$ cat config.mk
export PLATFORM = sky130hd
export DESIGN_NAME = analog_top
export DESIGN_NICKNAME = d
export VERILOG_FILES = /design/src/hdl/analog_pkg.sv /design/src/hdl/cfg_bus_if.sv /design/src/hdl/adc_front.sv /design/src/hdl/analog_top.sv /design/src/hdl/cfg_regs.sv /design/src/hdl/dac_front.sv /design/src/hdl/out_limit.sv
export VERILOG_INCLUDE_DIRS = /design/src /design/src/hdl
export SDC_FILE = /design/constraint.sdc
export NUM_CORES = 1
export LEC_CHECK = 0
export BUFFER_PORTS_ARGS = -buffer_cell sky130_fd_sc_hd__buf_2
export CAP_MARGIN = 20
export CORE_MARGIN = 2
export CORE_UTILIZATION = 26
export DETAILED_ROUTE_END_ITERATION = 10
export PLACE_DENSITY_LB_ADDON = 0.3
export SKIP_CTS_REPAIR_TIMING = 1
export SYNTH_ARGS = -nofsm -noshare
export SYNTH_HDL_FRONTEND = slang
export SYNTH_SLANG_ARGS = --single-unit
$ cat constraint.sdc
create_clock -name adc_clk -period 2.9 [get_ports adc_clk]
set_clock_uncertainty 0.1 [all_clocks]
set_input_delay 0 -clock adc_clk [delete_from_list [all_inputs] [get_ports adc_clk]]
set_output_delay 0 -clock adc_clk [all_outputs]
set_load 0.02 [all_outputs]
$ cat src/hdl/analog_cfg.svh
// analog front end configuration
// widths, channel count, register map and limit reset values
`ifndef ANALOG_CFG_SVH
`define ANALOG_CFG_SVH

// datapath
`define AN_CH      2   // fast adc / dac channels
`define AN_ADC_W   16  // raw adc pin word, two low bits reserved
`define AN_DW      14  // sample width

// configuration bus
`define AN_CFG_AW  8
`define AN_CFG_DW  32

// register map, byte addresses
`define AN_REG_CTRL  8'h00  // bit 0 digital loopback
`define AN_REG_MAX0  8'h04
`define AN_REG_MIN0  8'h08
`define AN_REG_MAX1  8'h0C
`define AN_REG_MIN1  8'h10

// limits open to the full range out of reset
`define AN_LIM_MAX_RST  14'sh1FFF  // +8191
`define AN_LIM_MIN_RST  14'sh2000  // -8192

`endif

$ cat src/hdl/analog_pkg.sv
// analog front end types
// samples, sums, pin codes, rail flags and config bus fields
`include "analog_cfg.svh"

package analog_pkg;

  // two's complement sample as seen by the rest of the design
  typedef logic signed [`AN_DW-1:0] sample_t;

  // gen + ctl sum, one guard bit for overflow detection
  typedef logic signed [`AN_DW:0]   sum_t;

  // offset negative-slope code on the converter pins
  typedef logic        [`AN_DW-1:0] dac_code_t;

  // limiter status, [1] clamped high, [0] clamped low
  typedef logic        [1:0]        rail_t;

  localparam int RAIL_HI = 1;
  localparam int RAIL_LO = 0;

  // config bus fields
  typedef logic [`AN_CFG_AW-1:0] cfg_addr_t;
  typedef logic [`AN_CFG_DW-1:0] cfg_data_t;

endpackage

$ cat src/hdl/cfg_bus_if.sv
// four-phase req/ack configuration bus
// master drives request and write data, slave answers with ack and read data
`timescale 1ns/1ps
`include "analog_cfg.svh"

interface cfg_bus_if;

  logic                  req;    // held until ack seen
  logic                  we;     // 1 write, 0 read
  logic [`AN_CFG_AW-1:0] addr;
  logic [`AN_CFG_DW-1:0] wdata;
  logic                  ack;    // rdata valid while high
  logic [`AN_CFG_DW-1:0] rdata;

  // requester side
  modport master (
    output req, we, addr, wdata,
    input  ack, rdata
  );

  // register block side
  modport slave (
    input  req, we, addr, wdata,
    output ack, rdata
  );

endinterface

$ cat src/hdl/adc_front.sv
// fast adc input stage
// captures the 14 data bits, converts negative-slope code to two's complement
// and optionally swaps in the limited dac samples for digital loopback
`timescale 1ns/1ps
`include "analog_cfg.svh"

module adc_front import analog_pkg::*; (
  input  logic                                adc_clk,
  input  logic                                rst_n_i,
  input  logic [`AN_CH-1:0][`AN_ADC_W-1:0]    adc_dat_i,
  input  logic                                loop_en_i,
  input  sample_t                             loop_dat_i [`AN_CH],
  output sample_t                             adc_o      [`AN_CH]
);

  sample_t adc_q [`AN_CH];  // converted pin samples

  //////////////////////////////////////////////////////////////
  // capture and conversion
  //////////////////////////////////////////////////////////////

  // low two bits reserved on the 16 bit part
  // msb kept, rest inverted for the negative slope
  always_ff @(posedge adc_clk or negedge rst_n_i)
  begin
    if (!rst_n_i)
    begin
      for (int i = 0; i < `AN_CH; i++)
        adc_q[i] <= '0;
    end
    else
    begin
      for (int i = 0; i < `AN_CH; i++)
        adc_q[i] <= {adc_dat_i[i][`AN_ADC_W-1], ~adc_dat_i[i][`AN_ADC_W-2:`AN_ADC_W-`AN_DW]};
    end
  end

  // loopback mux, no extra stage
  always_comb
  begin
    for (int i = 0; i < `AN_CH; i++)
      adc_o[i] = loop_en_i ? loop_dat_i[i] : adc_q[i];
  end

endmodule

$ cat src/hdl/analog_top.sv
// analog front end top level
// two channel adc capture, output sum and limiting, dac coding and the
// configuration register block behind a four-phase bus
`timescale 1ns/1ps
`include "analog_cfg.svh"

module analog_top import analog_pkg::*; (
  input  logic                             adc_clk,
  input  logic                             rst_n_i,
  // fast adc pins
  input  logic [`AN_CH-1:0][`AN_ADC_W-1:0] adc_dat_i,
  // generator and controller samples
  input  sample_t                          gen_dat_i [`AN_CH],
  input  sample_t                          ctl_dat_i [`AN_CH],
  // configuration bus
  input  logic                             cfg_req_i,
  input  logic                             cfg_we_i,
  input  cfg_addr_t                        cfg_addr_i,
  input  cfg_data_t                        cfg_wdata_i,
  output logic                             cfg_ack_o,
  output cfg_data_t                        cfg_rdata_o,
  // sample outputs
  output sample_t                          adc_o     [`AN_CH],  // to scope / pid
  output dac_code_t                        dac_dat_o [`AN_CH],  // dac pins
  output rail_t                            rail_o    [`AN_CH],  // limiter status
  output sample_t                          center_o  [`AN_CH]   // range centers
);

  logic    loop_en;
  sample_t lim_max [`AN_CH];
  sample_t lim_min [`AN_CH];
  sample_t lim     [`AN_CH];  // limited samples, shared by dac and loopback

  //////////////////////////////////////////////////////////////
  // configuration
  //////////////////////////////////////////////////////////////

  cfg_bus_if cfg_bus ();

  // pins act as the bus master
  assign cfg_bus.req   = cfg_req_i;
  assign cfg_bus.we    = cfg_we_i;
  assign cfg_bus.addr  = cfg_addr_i;
  assign cfg_bus.wdata = cfg_wdata_i;
  assign cfg_ack_o     = cfg_bus.ack;
  assign cfg_rdata_o   = cfg_bus.rdata;

  cfg_regs cfg_regs_i (
    .adc_clk   (adc_clk),
    .rst_n_i   (rst_n_i),
    .bus       (cfg_bus.slave),
    .loop_en_o (loop_en),
    .lim_max_o (lim_max),
    .lim_min_o (lim_min)
  );

  //////////////////////////////////////////////////////////////
  // adc path
  //////////////////////////////////////////////////////////////

  adc_front adc_front_i (
    .adc_clk    (adc_clk),
    .rst_n_i    (rst_n_i),
    .adc_dat_i  (adc_dat_i),
    .loop_en_i  (loop_en),
    .loop_dat_i (lim),        // digital loopback source
    .adc_o      (adc_o)
  );

  //////////////////////////////////////////////////////////////
  // dac path
  //////////////////////////////////////////////////////////////

  // one limiter per channel
  for (genvar ch = 0; ch < `AN_CH; ch++)
  begin : g_lim
    out_limit out_limit_i (
      .adc_clk   (adc_clk),
      .rst_n_i   (rst_n_i),
      .gen_i     (gen_dat_i[ch]),
      .ctl_i     (ctl_dat_i[ch]),
      .lim_max_i (lim_max[ch]),
      .lim_min_i (lim_min[ch]),
      .lim_o     (lim[ch]),
      .rail_o    (rail_o[ch]),
      .center_o  (center_o[ch])
    );
  end

  dac_front dac_front_i (
    .adc_clk   (adc_clk),
    .rst_n_i   (rst_n_i),
    .lim_i     (lim),
    .dac_dat_o (dac_dat_o)   // separate port per channel
  );

endmodule

$ cat src/hdl/cfg_regs.sv
// configuration registers for the analog front end
// four-phase bus slave holding loopback enable and output limits
`timescale 1ns/1ps
`include "analog_cfg.svh"

module cfg_regs import analog_pkg::*; (
  input  logic       adc_clk,
  input  logic       rst_n_i,
  cfg_bus_if.slave   bus,
  output logic       loop_en_o,
  output sample_t    lim_max_o [`AN_CH],
  output sample_t    lim_min_o [`AN_CH]
);

  typedef enum logic [1:0] {
    ST_IDLE,  // waiting for req
    ST_ACK,   // access done, ack up
    ST_WAIT   // ack held until req drops
  } state_t;

  state_t    state_q;
  logic      loop_q;
  sample_t   max_q [`AN_CH];
  sample_t   min_q [`AN_CH];
  cfg_data_t rdata_q;
  cfg_data_t rd_mux;
  logic      access;

  // sign extend a limit into the bus word
  function automatic cfg_data_t sext(input sample_t s);
    sext = {{(`AN_CFG_DW-`AN_DW){s[`AN_DW-1]}}, s};
  endfunction

  assign access = (state_q == ST_IDLE) && bus.req;  // one access per handshake

  //////////////////////////////////////////////////////////////
  // handshake
  //////////////////////////////////////////////////////////////

  always_ff @(posedge adc_clk or negedge rst_n_i)
  begin
    if (!rst_n_i)
      state_q <= ST_IDLE;
    else
    begin
      case (state_q)
        ST_IDLE: if (bus.req) state_q <= ST_ACK;
        ST_ACK:  state_q <= bus.req ? ST_WAIT : ST_IDLE;
        ST_WAIT: if (!bus.req) state_q <= ST_IDLE;  // ack drops next edge
        default: state_q <= ST_IDLE;
      endcase
    end
  end

  assign bus.ack   = (state_q != ST_IDLE);
  assign bus.rdata = rdata_q;

  //////////////////////////////////////////////////////////////
  // register file
  //////////////////////////////////////////////////////////////

  always_ff @(posedge adc_clk or negedge rst_n_i)
  begin
    if (!rst_n_i)
    begin
      loop_q <= 1'b0;
      for (int i = 0; i < `AN_CH; i++)
      begin
        max_q[i] <= `AN_LIM_MAX_RST;
        min_q[i] <= `AN_LIM_MIN_RST;
      end
    end
    else if (access && bus.we)
    begin
      case (bus.addr)
        `AN_REG_CTRL: loop_q   <= bus.wdata[0];
        `AN_REG_MAX0: max_q[0] <= bus.wdata[`AN_DW-1:0];
        `AN_REG_MIN0: min_q[0] <= bus.wdata[`AN_DW-1:0];
        `AN_REG_MAX1: max_q[1] <= bus.wdata[`AN_DW-1:0];
        `AN_REG_MIN1: min_q[1] <= bus.wdata[`AN_DW-1:0];
        default: ;  // unmapped, dropped
      endcase
    end
  end

  // read mux, unmapped reads as zero
  always_comb
  begin
    case (bus.addr)
      `AN_REG_CTRL: rd_mux = {{(`AN_CFG_DW-1){1'b0}}, loop_q};
      `AN_REG_MAX0: rd_mux = sext(max_q[0]);
      `AN_REG_MIN0: rd_mux = sext(min_q[0]);
      `AN_REG_MAX1: rd_mux = sext(max_q[1]);
      `AN_REG_MIN1: rd_mux = sext(min_q[1]);
      default:      rd_mux = '0;
    endcase
  end

  always_ff @(posedge adc_clk or negedge rst_n_i)
  begin
    if (!rst_n_i)
      rdata_q <= '0;
    else if (access)
      rdata_q <= bus.we ? '0 : rd_mux;  // writes return nothing
  end

  assign loop_en_o = loop_q;
  assign lim_max_o = max_q;
  assign lim_min_o = min_q;

endmodule

$ cat src/hdl/dac_front.sv
// fast dac output stage
// registers the limited samples in the dac offset negative-slope code
`timescale 1ns/1ps
`include "analog_cfg.svh"

module dac_front import analog_pkg::*; (
  input  logic      adc_clk,
  input  logic      rst_n_i,
  input  sample_t   lim_i     [`AN_CH],
  output dac_code_t dac_dat_o [`AN_CH]
);

  // pin code for a zero sample
  localparam dac_code_t ZERO_CODE = {1'b0, {(`AN_DW-1){1'b1}}};

  dac_code_t dac_q [`AN_CH];

  // msb kept, rest inverted
  always_ff @(posedge adc_clk or negedge rst_n_i)
  begin
    if (!rst_n_i)
    begin
      for (int i = 0; i < `AN_CH; i++)
        dac_q[i] <= ZERO_CODE;  // dac idles mid scale
    end
    else
    begin
      for (int i = 0; i < `AN_CH; i++)
        dac_q[i] <= {lim_i[i][`AN_DW-1], ~lim_i[i][`AN_DW-2:0]};
    end
  end

  assign dac_dat_o = dac_q;

endmodule

$ cat src/hdl/out_limit.sv
// output limiter for one channel
// adds generator and controller, saturates to 14 bits, clamps to the
// programmed range and reports rail hits and the range center
`timescale 1ns/1ps
`include "analog_cfg.svh"

module out_limit import analog_pkg::*; (
  input  logic    adc_clk,
  input  logic    rst_n_i,
  input  sample_t gen_i,      // generator sample
  input  sample_t ctl_i,      // controller sample
  input  sample_t lim_max_i,
  input  sample_t lim_min_i,
  output sample_t lim_o,
  output rail_t   rail_o,
  output sample_t center_o
);

  sum_t    sum;     // one guard bit
  sample_t sat;     // after saturation
  sample_t clamp;
  rail_t   rail;
  sum_t    rng;     // max + min
  sample_t lim_q;
  rail_t   rail_q;
  sample_t center_q;

  //////////////////////////////////////////////////////////////
  // sum and saturation
  //////////////////////////////////////////////////////////////

  assign sum = gen_i + ctl_i;  // both sign extended to 15 bits

  // guard and msb disagree -> overflow, pick the extreme by sign
  always_comb
  begin
    if (sum[`AN_DW] != sum[`AN_DW-1])
      sat = {sum[`AN_DW], {(`AN_DW-1){~sum[`AN_DW]}}};
    else
      sat = sum[`AN_DW-1:0];
  end

  // programmable clamp, max checked first
  always_comb
  begin
    clamp = sat;
    rail  = '0;
    if (sat > lim_max_i)
    begin
      clamp         = lim_max_i;
      rail[RAIL_HI] = 1'b1;
    end
    else if (sat < lim_min_i)
    begin
      clamp         = lim_min_i;
      rail[RAIL_LO] = 1'b1;
    end
  end

  // half sum, floor by dropping the lsb of the signed sum
  assign rng = lim_max_i + lim_min_i;

  always_ff @(posedge adc_clk or negedge rst_n_i)
  begin
    if (!rst_n_i)
    begin
      lim_q    <= '0;
      rail_q   <= '0;
      center_q <= '0;
    end
    else
    begin
      lim_q    <= clamp;
      rail_q   <= rail;
      center_q <= rng[`AN_DW:1];
    end
  end

  assign lim_o    = lim_q;
  assign rail_o   = rail_q;
  assign center_o = center_q;

endmodule

==> qor.csv, run 1 <==
metric;value;unit
grt_pass1_vias;10500;
synth-simple-area-share;13.0;%
place_area;15300;um2
final_util;38.5;%
io_buffers;230;
cp_slowest_cell;a2111oi_4;
syn_area_per_cell;9.96;um2
power;10.5;mW
slew_headroom;47.7;%
instances_no_fill;2296;
fill_cells;4414;
grt_max_degree;80;
wl_per_cell;18.3;um
violations;negative hold slack, negative setup slack;
ys_warn_count;0;
synth-compound-area-share;18.7;%
synth.distinct_cells;87;
timing.final.ws_setup;-1.43;ns
worstSetupPathType;input port to flop;
cp_max_fo;7;
cts_tree;built;
grt_pass1_wl;61300;um
initial_core_util;26.3;%
status;finished, violations left;
place_ws;-2.07;ns
syn_inst;1191;
cpLargestDelayFamily;compound AO/OA/AOI/OAI gates;
synth_top_area_cell;dfrtp_1;
setup_viol;32;
ff_latch_area;4800;um2
synth_top_flop_cell;dfrtp_1;
dp_hpwl;32600;um
critPathLaunchType;input port;
timing.setup.tns;-37.33;ns
numCtsBuffers;17;
yosysTopAreaCellShare;28.5;%
die_h;218;um
min_path_type;input port to flop;
gr-total-overflow;0;
die_w;218;um
synth-edff-count;0;
rsz0062_at_grt;true;
synth_common_cells;dfrtp_1 (135), inv_1 (135), ha_1 (112), nand2_1 (95), o21ai_0 (72);
htreeDepth;4;
place_inst;2183;
path_cells;buf_8, ha_4, a211oi_4, o21bai_2, a2111oi_4, nor4_2, o21bai_1, nand2_1, xnor2_1, ha_1, buf_6, inv_6, a31o_4, o31ai_4, ha_1, and2_4, a2111oi_4, o211ai_1, and3b_4, o211a_4, buf_6, nor3_1, o31ai_1;
finalMaxSlewViolations;0;
antenna_found_initial;2;
firstDrtPassIters;5;
drc;0;
timing.hold.ws;-0.0208;ns
yosysSeqAreaShare;40.4;%
cts_buffer_depth;2;
fin_area;17400;um2
max_freq;0.231;GHz
cts.sinks;189;
fp-row-count;78;
vias_per_cell;4.79;
syn2layout_area_growth;46.7;%
synthArstFlopShare;100;%
synth_area;11900;um2
dr_total_vias;11000;
multi_input_comb_area;7160;um2
yosys.area_share.adder;12.5;%
ir_drop;416;uV
critPathRequiredTime;3.13;ns
critPathMaxStageDelay;0.45;ns
drive_gt1_share;45.5;%
drt_wl_total;42000;um
grt_use_total;16.9;%
drv_cap;0;
arrival;4.57;ns
min_period;4.33;ns
tightest_slew;0.784;ns
synthMuxAreaShare;6.25;%
root_buffer;clkbuf_16;
finalCritPeriodShare;149;%
synth_xor_area_share;2.44;%
hold_viol;2;
antenna_left;0;
nets;1929;
synth_area_leaders;dfrtp_1 (28%), dfstp_2 (12%), ha_1 (12%);
insertion_delay;0.45;ns
p_leak;8.05;nW
synth-seq-cells;189;
p_per_area;606;nW/um2
critical_path_buf_inv_count;4;
syn-num-nets;1439;
die_area;47400;um2
clk_pin_slew;0.07;ns
cp-end-kind;flop;
drt_iter0_drc;733;
core;45200;um2
synth_top_family_by_area;compound AO/OA/AOI/OAI gates;
place_congestion;0.900;
ios;253;
-- final cells by class --
cell class,instances,area share [%]
multi-input cells,819,41.1
clock inverters,11,0.625
flip-flops and latches,189,27.6
diodes,2,0.0288
repair buffers,519,20.7
well taps,600,4.31
clock buffers,21,2.65
inverters,135,2.96
-- worst reg2reg max path, stage by stage, from the launching register on --
cell       delay (ns)
dfrtp_1          0.44
inv_1            0.11
ha_1             0.30
a21o_1           0.20
a2111oi_4        0.37
o211ai_1         0.13
and3b_4          0.34
o211a_4          0.23
buf_6            0.13
nor3_1           0.05
o31ai_1          0.26
-- layer usage --
layer | share of wire [%] | vias to the layer above | GRT usage, %
met3 | 4.9 | 30 | 3.72
met1 | 47 | 5451 | 23.8
li1 | - | 5261 | -
met5 | 0 | - | 0
met2 | 47 | 258 | 26.6
met4 | 1.2 | 0 | 3.65
-- layout by cell type (no fill, tap or decap), types with 39 or more instances in the layout --
cell and n:
inv_1 131, dlygate4sd3_1 45, nor2_1 39, dfrtp_1 135
buf_2 223, o21ai_0 57, mux2_2 47, dfstp_2 54
ha_1 95, nand2_1 89, buf_4 218
-- power by group --
group          internal (mW)  switching, mW  total (mW)
clock                   1.24           1.08        2.32
sequential              3.18          0.243        3.42
combinational           2.22           2.58        4.80
-- sequential cells by signal (all words and copies together), names as in the netlist --
name and count:
adc_front_i.adc_q 28, cfg_regs_i.bus.rdata 14, cfg_regs_i.lim_max_o 28, dac_front_i.dac_dat_o 28
g_lim.out_limit_i.center_o 28, cfg_regs_i.lim_min_o 28, g_lim.out_limit_i.rail_o 4, g_lim.out_limit_i.lim_o 28
cfg_regs_i.state_q 2, cfg_regs_i.loop_en_o 1
-- kinds of logic (layout without fill, tap and decap cells) --
kind of cell / Yosys count / in the layout
other: 0 / 2
AOI/OAI and AO/OA: 307 / 309
muxes: 63 / 63
DFF: 189 / 189
and+or+nand+nor: 296 / 298
buffers and inverters: 187 / 686
xor gates and xnor gates: 33 / 33
adders and majority gates: 116 / 116
-- path summary, 6_finish.rpt --
| check | endpoint | cells past startpoint | slack [ns] | startpoint |
|---|---|---|---|---|
| worst min register to register | dac_front_i.dac_dat_o[0] | 1 | 0.28 | g_lim[1].out_limit_i.lim_o[0] |
| worst max register to register | g_lim[1].out_limit_i.lim_o[6] | 10 | 0.13 | cfg_regs_i.lim_min_o[3] |
| min in group asynchronous | adc_front_i.adc_q[24] | 2 | 0.03 | rst_n_i |
| worst max-delay path | g_lim[1].out_limit_i.lim_o[6] | 23 | -1.43 | ctl_dat_i[1] |
| worst min-delay path | cfg_regs_i.lim_min_o[14] | 3 | -0.02 | cfg_addr_i[2] |
| max in group asynchronous | cfg_regs_i.lim_max_o[21] | 3 | 1.67 | rst_n_i |
(Power assumes the default switching activity.)
==> inputs of run 2 (changes only) <==
- clock period: 2.9 -> 4.4 ns (I/O delays scaled with it)
==> run 2 against run 1 <==
Effect of this change: the flow now finishes without violations; sequential share of layout area grew 2.6 points; cell area shrank 8.5%; critical path depth shrank 2; first-iteration DRC count shrank 21%; die area is the same; combinational power shrank 46%; worst hold slack gained 0.031 ns; core utilization shrank 3.3 points; routed wire length shrank 5.9%; global-route usage shrank 0.53 points; critical endpoint is now g_lim[1].out_limit_i.lim_o[8].
==> qor.csv, run 2 (same netlist as run 1, synthesis figures left out) <==
metric;value;unit;change
fin_area;15900;um2;-8.5%
grt_pass1_wl;59900;um;-2.2%
drv_cap;0;;unchanged
max_freq;0.236;GHz;
cts.sinks;189;;unchanged
place_congestion;0.874;;-2.9%
die_w;218;um;unchanged
setup_viol;0;;-100%
antenna_found_initial;4;;+2
p_per_area;401;nW/um2;-34%
drt_iter0_drc;576;;-21%
arrival;4.46;ns;-0.11 ns
cpLargestDelayFamily;compound AO/OA/AOI/OAI gates;;
vias_per_cell;4.78;;-0.14%
clk_pin_slew;0.07;ns;about the same
p_leak;7.47;nW;-7.2%
wl_per_cell;18.0;um;-1.9%
drc;0;;unchanged
final_util;35.2;%;-3.3 points
place_inst;2116;;-3.1%
rr_startpoint;cfg_regs_i.lim_min_o[13];;
die_area;47400;um2;unchanged
fill_cells;4597;;+4.1%
final_common_cell;buf_2;;
tightest_slew;1.09;ns;+0.307 ns
path_cells;buf_2, ha_4, a211oi_4, o21bai_2, a2111oi_4, nor4_2, o21bai_1, nand2_1, xnor2_2, ha_4, buf_4, o31ai_1, ha_1, and2_1, a2111oi_4, o211ai_1, and3b_4, o211a_4, buf_4, nor3_1, o31ai_1;;
core;45200;um2;unchanged
cp-end-kind;flop;;
drt_wl_total;39500;um;-5.9%
dp_hpwl;31100;um;-4.7%
finalMaxSlewViolations;0;;unchanged
firstDrtPassIters;5;;unchanged
hold_path_end;cfg_regs_i.loop_en_o;;
numCtsBuffers;17;;unchanged
worstSetupPathType;input port to flop;;
io_buffers;230;;unchanged
root_buffer;clkbuf_16;;
ir_drop;258;uV;-38%
critPathLaunchType;input port;;
gr-total-overflow;0;;unchanged
fp-row-count;78;;unchanged
rsz0062_at_grt;true;;
finalCritPeriodShare;96.3;%;
grt_pass1_vias;10300;;-1.7%
grt_max_degree;99;;+24%
initial_core_util;26.3;%;unchanged
grt_use_total;16.4;%;-0.53 points
r2r_slack;1.48;ns;+1.35 ns
htreeDepth;4;;unchanged
timing.hold.ws;0.0105;ns;+0.0312 ns
ios;253;;unchanged
syn2layout_area_growth;34.2;%;
slew_headroom;26.9;%;-21 points
hold_path_startpoint;cfg_addr_i[2];;
rr_endpoint;g_lim[1].out_limit_i.lim_o[12];;
critPathRequiredTime;4.62;ns;+1.49 ns
critical_path_buf_inv_count;3;;-1
power;6.39;mW;-39%
r2r_cells;9;;-1
critPathMaxStageDelay;0.43;ns;-0.02 ns
nets;1835;;-4.9%
hold_viol;0;;-2
dr_total_vias;10500;;-4.2%
place_area;14600;um2;-4.5%
hold_depth;3;;unchanged
antenna_left;0;;unchanged
drive_gt1_share;37.3;%;-8.1 points
cts_buffer_depth;2;;unchanged
insertion_delay;0.44;ns;about the same
cp_slowest_cell;a2111oi_4;;
status;complete, no violations;;
min_period;4.24;ns;
die_h;218;um;unchanged
final_cell_mix;buf_2 (229), buf_4 (151), dfrtp_1 (135), inv_1 (133), ha_1 (107);;
cp_max_fo;13;;+6
instances_no_fill;2202;;-4.1%
min_path_type;input port to flop;;
cts_tree;built;;
run 2: changes by cell type in the layout (fill, tap and decap cells not counted), sizes merged:
cell	previous run	this run
buf	473	382
clkinvlp	5	1
clkbuf	22	24
clkinv	2	4
a31o	4	3
and3	5	4
nand2	98	97
o211a	2	3
o31ai	17	16
run 2: report_power, final:
part / internal (mW) / switching [mW] / leakage, nW
Clock: 0.847 / 0.690 / 0.283
Combinational: 1.14 / 1.45 / 5.08
Sequential: 2.10 / 0.174 / 2.10
Total: 4.08 / 2.31 / 7.47
run 2: routing by layer:
metal  vias to the layer above  track usage (%)  share of wire, %
met4                         4             5.16               2.4
met2                       288             25.2                44
li1                       5055                -                 -
met1                      5137             23.0                48
met3                        51             3.38               5.5
met5                         -                0             0.083
run 2: how the worst max path moves through the flow:
| stage | startpoint | endpoint | depth (start not counted) |
|---|---|---|---|
| after floorplan | gen_dat_i[1] | g_lim[1].out_limit_i.lim_o[8] | 23 |
| after global placement | gen_dat_i[18] | g_lim[0].out_limit_i.lim_o[0] | 22 |
| after detailed placement | gen_dat_i[18] | g_lim[0].out_limit_i.lim_o[7] | 22 |
| after CTS | gen_dat_i[18] | g_lim[0].out_limit_i.lim_o[7] | 22 |
| after global routing | gen_dat_i[1] | g_lim[1].out_limit_i.lim_o[12] | 21 |
| final | gen_dat_i[1] | g_lim[1].out_limit_i.lim_o[8] | 21 |
run 2: area by class of cell:
cell class / count / area, um2 / area share, %
Antenna cell: 2 / 5.00 / 0.0314
Clock buffer: 23 / 489 / 3.07
Clock inverter: 9 / 83.8 / 0.526
Inverter: 135 / 507 / 3.18
Multi-Input combinational cell: 816 / 6520 / 40.9
Sequential cell: 189 / 4800 / 30.1
Tap cell: 600 / 751 / 4.71
Timing Repair Buffer: 428 / 2780 / 17.4
run 2: worst reg2reg max path: stages, from the launching register on:
cell and delay (ns):
dfstp_2 0.60, inv_1 0.12, ha_1 0.32, nand4_1 0.15, or2_1 0.28, a221o_2 0.37, o211a_4 0.28, a311o_1 0.35
a41oi_1 0.17, buf_4 0.13
run 2: through the flow:
| stage | setup TNS (ns) | worst slack [ns] |
|---|---|---|
| after detailed placement | -14.42 | -0.571 |
| after CTS | -0.928 | -0.117 |
| after floorplan | -0.0109 | -0.0109 |
| after global placement | -10.93 | -0.518 |
| after global routing | -0.131 | -0.0526 |
| final | 0 | 0.161 |
